`src/verilog/video_pkg.sv`:
```
package video_pkg;

    // ************************************************************
    // Coordinate sizes of the video streams.
    // ************************************************************

    localparam int X_W = 11;                        // Covers lines up to 2048 pixels.
    localparam int Y_W = 10;                        // Covers frames up to 1024 lines.

    // ************************************************************
    // Pixel colour word.
    // ************************************************************

    typedef logic [23:0] rgb_t;                     // Red in 23:16, green in 15:8, blue in 7:0.

    localparam rgb_t RGB_BLACK = 24'h00_00_00;
    localparam rgb_t RGB_RED   = 24'hff_00_00;
    localparam rgb_t RGB_GREEN = 24'h00_ff_00;
    localparam rgb_t RGB_BLUE  = 24'h00_00_ff;

endpackage : video_pkg

```
`src/verilog/box_pkg.sv`:
```
package box_pkg;

    localparam int BOX_BYTES = 6;                   // One record on the wire.
    localparam int C_DEP     = 2;                   // Colour index width.

    // ************************************************************
    // Box record. The reader fills it byte by byte and the parser
    // reads the same 48 bits back as coordinate fields.
    // ************************************************************

    typedef union packed {
        logic [0:BOX_BYTES-1][7:0] bytes;           // Byte 0 is the first one received.
        struct packed {
            logic [video_pkg::X_W-1:0] start_x;
            logic [video_pkg::Y_W-1:0] start_y;
            logic [video_pkg::X_W-1:0] end_x;
            logic [video_pkg::Y_W-1:0] end_y;
            logic [C_DEP-1:0]          color;
            logic [3:0]                pad;
        } fields;
    } box_rec_u;

    // Index 0 turns the box off, so its entry is never drawn.
    localparam video_pkg::rgb_t PALETTE [0:(1<<C_DEP)-1] = '{
        video_pkg::RGB_BLACK,
        video_pkg::RGB_RED,
        video_pkg::RGB_GREEN,
        video_pkg::RGB_BLUE
    };

endpackage : box_pkg

```
`src/verilog/udp_reader.sv`:
```
`timescale 1ns/1ns

module udp_reader #(
    parameter int N_BOX = 1
) (
    input  logic                           clk       ,
    input  logic                           i_rst_n   ,
    input  logic                           i_rx_valid,
    input  logic [7:0]                     i_rx_data ,
    output logic                           o_filled  ,
    output box_pkg::box_rec_u [N_BOX-1:0]  o_data
);

    localparam int BYTE_W = $clog2(box_pkg::BOX_BYTES);
    localparam int REC_W  = $clog2(N_BOX + 1);

    logic [BYTE_W-1:0]             byte_cnt;
    logic [REC_W-1:0]              rec_cnt;
    logic                          taking;
    logic                          last_taken;
    box_pkg::box_rec_u [N_BOX-1:0] work_buf;

    // Once rec_cnt reaches N_BOX the rest of the burst is dropped.
    assign taking = i_rx_valid && (rec_cnt != REC_W'(N_BOX));

    always_ff @(posedge clk) begin
        if (!i_rst_n) begin
            byte_cnt   <= '0;
            rec_cnt    <= '0;
            last_taken <= 1'b0;
        end else begin
            last_taken <= 1'b0;
            if (!i_rx_valid) begin
                byte_cnt <= '0;                     // A short burst starts over.
                rec_cnt  <= '0;
            end else if (taking) begin
                if (byte_cnt == BYTE_W'(box_pkg::BOX_BYTES - 1)) begin
                    byte_cnt   <= '0;
                    rec_cnt    <= rec_cnt + 1'b1;
                    last_taken <= (rec_cnt == REC_W'(N_BOX - 1));
                end else begin
                    byte_cnt <= byte_cnt + 1'b1;
                end
            end
        end
    end

    always_ff @(posedge clk) begin
        if (taking) begin
            work_buf[rec_cnt].bytes[byte_cnt] <= i_rx_data;
        end
    end

    // The output buffer only changes on a complete payload.
    always_ff @(posedge clk) begin
        if (!i_rst_n) begin
            o_filled <= 1'b0;
            o_data   <= '0;                         // Colour index 0 keeps every box off.
        end else begin
            o_filled <= last_taken;
            if (last_taken) begin
                o_data <= work_buf;
            end
        end
    end

endmodule : udp_reader

```
`src/verilog/udp_parser.sv`:
```
`timescale 1ns/1ns

module udp_parser #(
    parameter int N_BOX = 1
) (
    input  box_pkg::box_rec_u [N_BOX-1:0]          i_data    ,
    output logic [N_BOX-1:0][video_pkg::X_W-1:0]   o_start_xs,
    output logic [N_BOX-1:0][video_pkg::Y_W-1:0]   o_start_ys,
    output logic [N_BOX-1:0][video_pkg::X_W-1:0]   o_end_xs  ,
    output logic [N_BOX-1:0][video_pkg::Y_W-1:0]   o_end_ys  ,
    output video_pkg::rgb_t [N_BOX-1:0]            o_colors  ,
    output logic [N_BOX-1:0]                       o_enables
);

    // ************************************************************
    // Field decode, one slice per box.
    // ************************************************************

    for (genvar i = 0; i < N_BOX; i++) begin : g_box
        logic color_on;
        logic ordered;

        assign o_start_xs[i] = i_data[i].fields.start_x;
        assign o_start_ys[i] = i_data[i].fields.start_y;
        assign o_end_xs[i]   = i_data[i].fields.end_x;
        assign o_end_ys[i]   = i_data[i].fields.end_y;
        assign o_colors[i]   = box_pkg::PALETTE[i_data[i].fields.color];

        assign color_on = (i_data[i].fields.color != '0);

        // An inverted corner pair would give a box that wraps, so drop it.
        assign ordered = (i_data[i].fields.start_x <= i_data[i].fields.end_x) &&
                         (i_data[i].fields.start_y <= i_data[i].fields.end_y);

        assign o_enables[i] = color_on && ordered;
    end

endmodule : udp_parser

```
`src/verilog/frame_process.sv`:
```
`timescale 1ns/1ns

module frame_process #(
    parameter int N_BOX       = 1,
    parameter int H_BOX_WIDTH = 2,
    parameter int V_BOX_WIDTH = 2
) (
    input  logic                                 clk       ,
    input  logic                                 i_rst_n   ,
    input  logic                                 i_vsync   ,
    input  logic                                 i_hsync   ,
    input  logic                                 i_de      ,
    input  video_pkg::rgb_t                      i_rgb     ,
    input  logic [N_BOX-1:0][video_pkg::X_W-1:0] i_start_xs,
    input  logic [N_BOX-1:0][video_pkg::Y_W-1:0] i_start_ys,
    input  logic [N_BOX-1:0][video_pkg::X_W-1:0] i_end_xs  ,
    input  logic [N_BOX-1:0][video_pkg::Y_W-1:0] i_end_ys  ,
    input  video_pkg::rgb_t [N_BOX-1:0]          i_colors  ,
    input  logic [N_BOX-1:0]                     i_enables ,
    output logic                                 o_vsync   ,
    output logic                                 o_hsync   ,
    output logic                                 o_de      ,
    output video_pkg::rgb_t                      o_rgb
);

    localparam int XW = video_pkg::X_W;
    localparam int YW = video_pkg::Y_W;

    logic                      vsync_d;
    logic                      de_d;
    logic                      vsync_rise;
    logic                      de_fall;
    logic [XW-1:0]             x_cnt;
    logic [YW-1:0]             y_cnt;
    logic [N_BOX-1:0][XW-1:0]  sh_start_xs;
    logic [N_BOX-1:0][YW-1:0]  sh_start_ys;
    logic [N_BOX-1:0][XW-1:0]  sh_end_xs;
    logic [N_BOX-1:0][YW-1:0]  sh_end_ys;
    video_pkg::rgb_t [N_BOX-1:0] sh_colors;
    logic [N_BOX-1:0]          sh_enables;
    logic [N_BOX-1:0]          hit;
    video_pkg::rgb_t           pix_rgb;

    assign vsync_rise = i_vsync & ~vsync_d;
    assign de_fall    = ~i_de & de_d;

    // ************************************************************
    // Pixel position of the incoming stream.
    // ************************************************************

    always_ff @(posedge clk) begin
        if (!i_rst_n) begin
            vsync_d <= 1'b0;
            de_d    <= 1'b0;
            x_cnt   <= '0;
            y_cnt   <= '0;
        end else begin
            vsync_d <= i_vsync;
            de_d    <= i_de;
            if (de_fall) begin
                x_cnt <= '0;
            end else if (i_de) begin
                x_cnt <= x_cnt + 1'b1;
            end
            if (vsync_rise) begin
                y_cnt <= '0;
            end else if (de_fall) begin
                y_cnt <= y_cnt + 1'b1;              // One line done.
            end
        end
    end

    // Boxes only change between frames so a frame is never drawn half old, half new.
    always_ff @(posedge clk) begin
        if (!i_rst_n) begin
            sh_enables <= '0;
        end else if (vsync_rise) begin
            sh_enables <= i_enables;
        end
    end

    always_ff @(posedge clk) begin
        if (vsync_rise) begin
            sh_start_xs <= i_start_xs;
            sh_start_ys <= i_start_ys;
            sh_end_xs   <= i_end_xs;
            sh_end_ys   <= i_end_ys;
            sh_colors   <= i_colors;
        end
    end

    // ************************************************************
    // Border test per box, then the lowest box number wins.
    // ************************************************************

    for (genvar i = 0; i < N_BOX; i++) begin : g_box
        logic in_x;
        logic in_y;
        logic edge_x;
        logic edge_y;

        assign in_x   = (x_cnt >= sh_start_xs[i]) && (x_cnt <= sh_end_xs[i]);
        assign in_y   = (y_cnt >= sh_start_ys[i]) && (y_cnt <= sh_end_ys[i]);
        assign edge_x = ((x_cnt - sh_start_xs[i]) < XW'(H_BOX_WIDTH)) ||
                        ((sh_end_xs[i] - x_cnt) < XW'(H_BOX_WIDTH));
        assign edge_y = ((y_cnt - sh_start_ys[i]) < YW'(V_BOX_WIDTH)) ||
                        ((sh_end_ys[i] - y_cnt) < YW'(V_BOX_WIDTH));
        assign hit[i] = i_de && sh_enables[i] && in_x && in_y && (edge_x || edge_y);
    end

    always_comb begin
        pix_rgb = i_rgb;
        for (int i = N_BOX - 1; i >= 0; i--) begin
            if (hit[i]) begin
                pix_rgb = sh_colors[i];
            end
        end
    end

    always_ff @(posedge clk) begin
        if (!i_rst_n) begin
            o_vsync <= 1'b0;
            o_hsync <= 1'b0;
            o_de    <= 1'b0;
            o_rgb   <= '0;
        end else begin
            o_vsync <= i_vsync;
            o_hsync <= i_hsync;
            o_de    <= i_de;
            o_rgb   <= pix_rgb;
        end
    end

endmodule : frame_process

```
`src/verilog/pack_switch.sv`:
```
`timescale 1ns/1ns

module pack_switch (
    input  logic            clk      ,
    input  logic            i_rst_n  ,
    input  logic            i_key    ,
    input  logic            i_vsync_1,
    input  logic            i_hsync_1,
    input  logic            i_de_1   ,
    input  video_pkg::rgb_t i_rgb_1  ,
    input  logic            i_vsync_2,
    input  logic            i_hsync_2,
    input  logic            i_de_2   ,
    input  video_pkg::rgb_t i_rgb_2  ,
    output logic            o_vsync  ,
    output logic            o_hsync  ,
    output logic            o_de     ,
    output video_pkg::rgb_t o_rgb
);

    logic key_d;
    logic sel;                                      // Low picks camera 1.

    always_ff @(posedge clk) begin
        if (!i_rst_n) begin
            key_d <= 1'b0;
            sel   <= 1'b0;
        end else begin
            key_d <= i_key;
            if (i_key && !key_d) begin
                sel <= ~sel;
            end
        end
    end

    always_ff @(posedge clk) begin
        if (!i_rst_n) begin
            o_vsync <= 1'b0;
            o_hsync <= 1'b0;
            o_de    <= 1'b0;
            o_rgb   <= '0;
        end else begin
            o_vsync <= sel ? i_vsync_2 : i_vsync_1;
            o_hsync <= sel ? i_hsync_2 : i_hsync_1;
            o_de    <= sel ? i_de_2    : i_de_1;
            o_rgb   <= sel ? i_rgb_2   : i_rgb_1;
        end
    end

endmodule : pack_switch

```
`src/verilog/aim_bot_core.sv`:
```
`timescale 1ns/1ns

module aim_bot_core #(
    parameter int N_BOX       = 1,
    parameter int H_BOX_WIDTH = 2,
    parameter int V_BOX_WIDTH = 2
) (
    input  logic            clk         ,
    input  logic            i_rst_n     ,
    input  logic            i_cam_key   ,
    input  logic            i_cam1_vsync,
    input  logic            i_cam1_hsync,
    input  logic            i_cam1_de   ,
    input  video_pkg::rgb_t i_cam1_rgb  ,
    input  logic            i_cam2_vsync,
    input  logic            i_cam2_hsync,
    input  logic            i_cam2_de   ,
    input  video_pkg::rgb_t i_cam2_rgb  ,
    input  logic            i_rx_valid  ,
    input  logic [7:0]      i_rx_data   ,
    output logic            o_vsync     ,
    output logic            o_hsync     ,
    output logic            o_de        ,
    output video_pkg::rgb_t o_rgb       ,
    output logic            o_udp_filled
);

    // ************************************************************
    // Box records from the UDP payload.
    // ************************************************************

    box_pkg::box_rec_u [N_BOX-1:0]          udp_data;
    logic [N_BOX-1:0][video_pkg::X_W-1:0]   dw_start_xs;
    logic [N_BOX-1:0][video_pkg::Y_W-1:0]   dw_start_ys;
    logic [N_BOX-1:0][video_pkg::X_W-1:0]   dw_end_xs;
    logic [N_BOX-1:0][video_pkg::Y_W-1:0]   dw_end_ys;
    video_pkg::rgb_t [N_BOX-1:0]            dw_colors;
    logic [N_BOX-1:0]                       dw_enables;

    udp_reader #(.N_BOX(N_BOX)) u_udp_reader (
        .clk       (clk         ),
        .i_rst_n   (i_rst_n     ),
        .i_rx_valid(i_rx_valid  ),
        .i_rx_data (i_rx_data   ),
        .o_filled  (o_udp_filled),
        .o_data    (udp_data    )
    );

    udp_parser #(.N_BOX(N_BOX)) u_udp_parser (
        .i_data    (udp_data   ),
        .o_start_xs(dw_start_xs),
        .o_start_ys(dw_start_ys),
        .o_end_xs  (dw_end_xs  ),
        .o_end_ys  (dw_end_ys  ),
        .o_colors  (dw_colors  ),
        .o_enables (dw_enables )
    );

    // ************************************************************
    // Overlay on both cameras, then pick one for the display.
    // ************************************************************

    logic            cam1_vsync, cam1_hsync, cam1_de;
    video_pkg::rgb_t cam1_rgb;
    logic            cam2_vsync, cam2_hsync, cam2_de;
    video_pkg::rgb_t cam2_rgb;

    frame_process #(
        .N_BOX      (N_BOX      ),
        .H_BOX_WIDTH(H_BOX_WIDTH),
        .V_BOX_WIDTH(V_BOX_WIDTH)
    ) u_cam1_process (
        .clk       (clk         ),
        .i_rst_n   (i_rst_n     ),
        .i_vsync   (i_cam1_vsync),
        .i_hsync   (i_cam1_hsync),
        .i_de      (i_cam1_de   ),
        .i_rgb     (i_cam1_rgb  ),
        .i_start_xs(dw_start_xs ),
        .i_start_ys(dw_start_ys ),
        .i_end_xs  (dw_end_xs   ),
        .i_end_ys  (dw_end_ys   ),
        .i_colors  (dw_colors   ),
        .i_enables (dw_enables  ),
        .o_vsync   (cam1_vsync  ),
        .o_hsync   (cam1_hsync  ),
        .o_de      (cam1_de     ),
        .o_rgb     (cam1_rgb    )
    );

    frame_process #(
        .N_BOX      (N_BOX      ),
        .H_BOX_WIDTH(H_BOX_WIDTH),
        .V_BOX_WIDTH(V_BOX_WIDTH)
    ) u_cam2_process (
        .clk       (clk         ),
        .i_rst_n   (i_rst_n     ),
        .i_vsync   (i_cam2_vsync),
        .i_hsync   (i_cam2_hsync),
        .i_de      (i_cam2_de   ),
        .i_rgb     (i_cam2_rgb  ),
        .i_start_xs(dw_start_xs ),
        .i_start_ys(dw_start_ys ),
        .i_end_xs  (dw_end_xs   ),
        .i_end_ys  (dw_end_ys   ),
        .i_colors  (dw_colors   ),
        .i_enables (dw_enables  ),
        .o_vsync   (cam2_vsync  ),
        .o_hsync   (cam2_hsync  ),
        .o_de      (cam2_de     ),
        .o_rgb     (cam2_rgb    )
    );

    pack_switch u_switch_cam (
        .clk      (clk       ),
        .i_rst_n  (i_rst_n   ),
        .i_key    (i_cam_key ),
        .i_vsync_1(cam1_vsync),
        .i_hsync_1(cam1_hsync),
        .i_de_1   (cam1_de   ),
        .i_rgb_1  (cam1_rgb  ),
        .i_vsync_2(cam2_vsync),
        .i_hsync_2(cam2_hsync),
        .i_de_2   (cam2_de   ),
        .i_rgb_2  (cam2_rgb  ),
        .o_vsync  (o_vsync   ),
        .o_hsync  (o_hsync   ),
        .o_de     (o_de      ),
        .o_rgb    (o_rgb     )
    );

endmodule : aim_bot_core

```
`config.mk`:
```
export PLATFORM = sky130hd
export DESIGN_NAME = aim_bot_core
export DESIGN_NICKNAME = d
export VERILOG_FILES = /design/src/verilog/video_pkg.sv /design/src/verilog/box_pkg.sv /design/src/verilog/udp_reader.sv /design/src/verilog/udp_parser.sv /design/src/verilog/frame_process.sv /design/src/verilog/pack_switch.sv /design/src/verilog/aim_bot_core.sv
export SDC_FILE = /design/constraint.sdc
export NUM_CORES = 1
export LEC_CHECK = 0
export ABC_AREA = 1
export BUFFER_PORTS_ARGS = -buffer_cell sky130_fd_sc_hd__buf_4
export CAP_MARGIN = 20
export CORE_ASPECT_RATIO = 1.4
export CORE_MARGIN = 5
export CORE_UTILIZATION = 40
export DETAILED_ROUTE_END_ITERATION = 6
export MAX_ROUTING_LAYER = met4
export PLACE_DENSITY = 0.66
export SYNTH_ARGS = -nofsm -noshare
export SYNTH_HDL_FRONTEND = slang
export SYNTH_SLANG_ARGS = --single-unit
```
`constraint.sdc`:
```
create_clock -name clk -period 3.6 [get_ports clk]
set_input_delay 0 -clock clk [delete_from_list [all_inputs] [get_ports clk]]
set_output_delay 0 -clock clk [all_outputs]
set_load 0.01 [all_outputs]
```
Yosys cells after proc, flatten, opt, wreduce, memory -nomap -nowiden. Cells that the tools add are included. Widths: inputs -> output; s select.

Bitwise logic cells: 13. Magnitude comparators: 23. Add/subtract/negate cells: 14. Equal/unequal tests: 1. Reductions and logical operators: 33. Mux-type cells: 14.

Operators by type and width (count): $mux 24 (5); $bmux 24 s2 (1); $bwmux 48 (1); $mux 48 (1); $lt 11x2->1 const B (4); $sub 11x11->11 (4); $lt 10x2->1 const B (4); $sub 10x10->10 (4); $le 11x11->1 (3); $le 10x10->1 (3); $demux 8 s3 (1); $add 11x1->11 const B (2); $ge 11x11->1 (2); $add 10x1->10 const B (2); $ge 10x10->1 (2); $logic_and 1x1->1 (18); $mux 8 (1); $reduce_or 2->1 (4); $not 1->1 (7); $logic_or 1x1->1 (6); $and 1x1->1 (4); $ge 4x4->1 const B (1); $lt 4x1->1 const B (1); $not 3->4 (1); other kinds (13) (16).

Logic and storage cells: 134. Register bits: 361. Output and inout bits: 28.

Longest topological paths before layout.
Word-level depth: 7. Gate-level depth with buffers: 20. Mapped depth without buffers: 19.

Cells and area by module. A second synthesis with hierarchy kept.

Cells, all modules: 2256. Area, all modules: 18814.3 µm².

Modules (own cells, without submodules): frame_process at u_cam2_process (seq. area each 2962.8 µm², area each 6610.1 µm², instances 1, cells an instance 835); frame_process at u_cam1_process (seq. area each 2962.8 µm², area each 6580.1 µm², instances 1, cells an instance 822); udp_reader (seq. area each 2522.4 µm², area each 3397.0 µm², instances 1, cells an instance 294); udp_parser (seq. area each 0.0 µm², area each 1123.6 µm², instances 1, cells an instance 179); pack_switch (seq. area each 580.6 µm², area each 1103.6 µm², instances 1, cells an instance 126).

Least setup slack after synthesis. OpenSTA, ideal clock, no wires.

Path type: reg2reg. Start point: register u_cam2_process.o_vsync (netlist name). End point: register u_cam2_process.y_cnt[6]. Setup time: 129 ps. Stages on the path, launching flop included: 5. Path buffers: 0. Arrival: 2892 ps. Setup slack: 579 ps. Cells stage by stage: dfxtp_1 > nor2_1 > nor2_1 > inv_1 > nor3_1.

RTL lines: end signal, assigned (RTL line frame_process.sv:68) `y_cnt <= y_cnt + 1'b1;`; end, declared (RTL line frame_process.sv:34) `logic [YW-1:0] y_cnt;`.

Final worst setup path.
Start point: register u_cam1_process.y_cnt[0]. End point: register u_cam1_process.o_rgb[10].

Word-level cells in the longest chain between the ends: 6.

Ends and longest elaborated chain: start, declared (RTL line frame_process.sv:34); start signal, assigned (RTL line frame_process.sv:68); $sub 10x10->10 (on tied branches) (RTL line frame_process.sv:106, frame_process.sv:107); $lt 10x2->1 (on tied branches) (RTL line frame_process.sv:106, frame_process.sv:107); $logic_or 1x1->1 (RTL line frame_process.sv:106) `assign edge_y = ((y_cnt - sh_start_ys[i]) < YW'(V_BOX_WIDTH)) ||`; $logic_or 1x1->1 (RTL line frame_process.sv:108) `assign hit[i] = i_de && sh_enables[i] && in_x && in_y && (edge_x || edge_y);`; $logic_and 1x1->1 * (RTL line frame_process.sv:108); $mux 24 * (RTL line frame_process.sv:114) `if (hit[i]) begin`; end signal, assigned (RTL line frame_process.sv:130) `o_rgb <= pix_rgb;`; end, declared (RTL line frame_process.sv:23) `output video_pkg::rgb_t o_rgb`.

Mark *: on every way between the ends. The rest lies on a longest branch, timed or not. A chain may end at the register's enable or synchronous reset.

==> run metrics <==
status finished, final reports clean; vias in the first global route 12900; RePlAce Congestion 0.957; Avg Cell Area, Syn 8.10 um^2; Via-to-Cell Ratio 4.96; Worst R2R Path Depth 17; Placed Instance Area 17000 um^2; Tmin final 2.83 ns; Residual DRC 0; Initial DRC Count 774; sequential share of power 49.3%; Hold Vio Cnt, Final 0; Longest Clk Path Bufs 3; total wire length 40800 um; Least-Margin Pin Slew 0.994 ns; synthesis-stage register bit count 311; Synth top area share 25.6%; top cells by count, synth 442 x nand2_1, 289 x inv_1, 229 x nor2_1, 177 x dfxtp_1, 163 x a21oi_1; hold slack 0.0255 ns; initial antenna violation count 0; Num CTS Buffers 30; power per cell area 417 nW/um^2; Worst Setup Start Kind flop; Die ar. 43400 um^2; wire length per cell 15.4 um; number of flops mapped to enable cells by yosys 134; Max Clk Rate 354 MHz; Main synth FF type dfxtp_1; r2r endpoint u_cam1_process.o_rgb[10]$_SDFF_PN0_; max-cap violation count 0; Worst EP arrival 3.31 ns; Layout Cells excl Fill 2657; Cell Area, Synth 15700 um^2; crit path max fanout 24; Setup WS post-layout 0.772 ns; GR Overflow Total 0; layout cells sized above 1 8.45%; Worst Path Required 4.09 ns; htree depth 1; Pleak 8.64 nW; top cell type by total area after synthesis edfxtp_1; Crit. Startpoint u_cam1_process.y_cnt[0]$_SDFFE_PP0P_; Clock transition at path regs 0.07 ns; Reg-to-Reg Start u_cam1_process.y_cnt[0]$_SDFFE_PP0P_; Final ANT Viol Nets 0; worst hold path type in2reg; # IOs 94; root buffer cell clkbuf_16; TritonCTS clock tree built; Area Growth Syn to Fin 18.8%; Initial Util 40.2%; first-pass GRT wire length 64800 um; FF-to-FF setup slack 0.77 ns; syn nets 2122; HPWL after DPL 30500 um; final setup fails 0; clk_lat worst skew 0.57 ns; diode count 0; Worst setup EP type flop; top cells by area, synth edfxtp_1 26%, dfxtp_1 23%, nand2_1 11%; port bufs 93; Combinational Power Share 9.5%; Max Slew Vio Count 0; post-cts gate resize count 0; row count 86; CORE AREA 39100 um^2; sequential area share after synthesis 48.2%; total number of vias 13200; YS warnings 0; Distinct cells, synth 43; Nets 2288; WS Path Type reg2reg; Sw Ratio 23.8%; final period utilization 78.6%; Critical Path Sink u_cam1_process.o_rgb[10]$_SDFF_PN0_; Clk pwr share 41.2%; clock skew 0.0159 ns; drt pass-1 iters 7; clock sinks 311; most frequent cell after synthesis nand2_1; RSZ-0062 raised after global routing false; Relative slew margins 33.5%; largest net degree at the start of global routing 84; Synth Instances 1939; GRT Total Usage 19.1%; P_sw 1.86 mW; # placed instances 2537; Die X-Extent 177 um; Finished Cell Area 18700 um^2; Internal 5.93 mW; Die Y 244 um; Peak VDD IR 0.438 mV; TNS Setup 0 ns; post-place setup slack 0.775 ns; post-synthesis async set-or-reset flop share 0%
placed cells by master, fill, tap and decap left out, drive strengths merged:
cell type and count:
nand2 448, a21o 5, buf 105, a21oi 165, nor3 22, bufinv 1
ha 109, a32o 1, nor2 230, a211oi 1, dlygate4sd3 64, a31oi 6
xnor2 3, o21ai 113, clkinvlp 1, xor2 6, and3 1, fa 8
o21bai 9, or2 9, clkbuf 46, nand4 27, nor4 4, dfxtp 177
nand3 111, inv 293, clkinv 7, o21a 2, edfxtp 134, nand3b 17
or4 1, and2 1, a21boi 2
power groups by stage:
stage	registers (mW)	clock network, mW	logic (mW)
floorplan	3.91	0	0.427
global placement	3.91	0	0.672
detailed placement	3.92	0	0.681
CTS	3.84	3.27	0.740
global route	3.84	3.41	0.835
finish	3.84	3.20	0.743
how the worst min path moves through the flow:
stage / start / to / slack, ns / cells after the start
2_1_floorplan: i_cam1_hsync / u_cam1_process.o_hsync$_SDFF_PN0_ / 0.1 / 2
3_3_place_gp: i_cam2_hsync / u_cam2_process.o_hsync$_SDFF_PN0_ / 0.18 / 3
3_5_place_dp: i_cam2_hsync / u_cam2_process.o_hsync$_SDFF_PN0_ / 0.19 / 3
4_1_cts: i_rst_n / u_cam2_process.y_cnt[4]$_SDFFE_PP0P_ / 0.002 / 5
5_1_grt: i_rst_n / u_cam2_process.y_cnt[4]$_SDFFE_PP0P_ / 0.02 / 5
6_report: i_rst_n / u_cam2_process.y_cnt[5]$_SDFFE_PP0P_ / 0.03 / 5
timing repair:
item                      in CTS  in global routing
hold endpoints to repair     150                  0
hold buffers                  64                  0
setup buffers                  0                  0
layout make-up:
cell class | count | area [um^2]
fillers | 3659 | 20400
flip-flops and latches | 311 | 7570
multi-input cells | 1301 | 6890
repair buffers | 169 | 1430
inverters | 292 | 1100
clock buffers | 46 | 915
well taps | 528 | 661
clock inverters | 10 | 104
flip-flops by register name, summed over array words and instances (netlist names), 11 cells and up:
| signal | flops |
|---|---|
| u_cam2_process.o_rgb | 24 |
| u_cam2_process.sh_end_xs | 11 |
| u_cam2_process.x_cnt | 11 |
| u_cam1_process.x_cnt | 11 |
| u_switch_cam.o_rgb | 24 |
| u_udp_reader.o_data | 44 |
| u_udp_reader.work_buf | 44 |
| u_cam1_process.o_rgb | 24 |
| u_cam2_process.sh_start_xs | 11 |
| u_cam1_process.sh_start_xs | 11 |
| u_cam1_process.sh_end_xs | 11 |
metrics by stage:
step	util (%)	total power, mW
detailed placement	43.5	4.60
global route	47.8	8.09
finish	47.8	7.79
global placement	43.5	4.59
floorplan	-	4.34
CTS	47.8	7.85
critical path, stage by stage (launching register included):
cell	delay, ns
dfxtp_1	0.34
inv_1	0.11
ha_1	0.15
inv_1	0.08
fa_1	0.43
nand3_1	0.09
nand3_1	0.16
nand2_1	0.12
nand2_1	0.06
nand2_1	0.06
nand2_1	0.05
nand3_1	0.09
nor2_1	0.05
nand2_1	0.07
nand2_1	0.09
o21bai_4	0.50
nand2_1	0.11
a21oi_1	0.17
layer usage:
| layer | GRT usage [%] | routed length, um |
|---|---|---|
| met1 | 20.6 | 15700 |
| met3 | 1.87 | 1550 |
| met5 | - | 0 |
| met2 | 35.8 | 22100 |
| met4 | 6.94 | 1460 |
cell families after synthesis:
kind of cell / count (synthesis) / synth area share [%]
DFF: 311 / 48.2
AOI/OAI and AO/OA: 304 / 10.2
xor gates and xnor gates: 9 / 0.502
buffers and inverters: 327 / 8.03
and+or+nand+nor: 871 / 23.4
adders and majority gates: 117 / 9.71
Note: power is estimated with default switching activity, not from simulation.
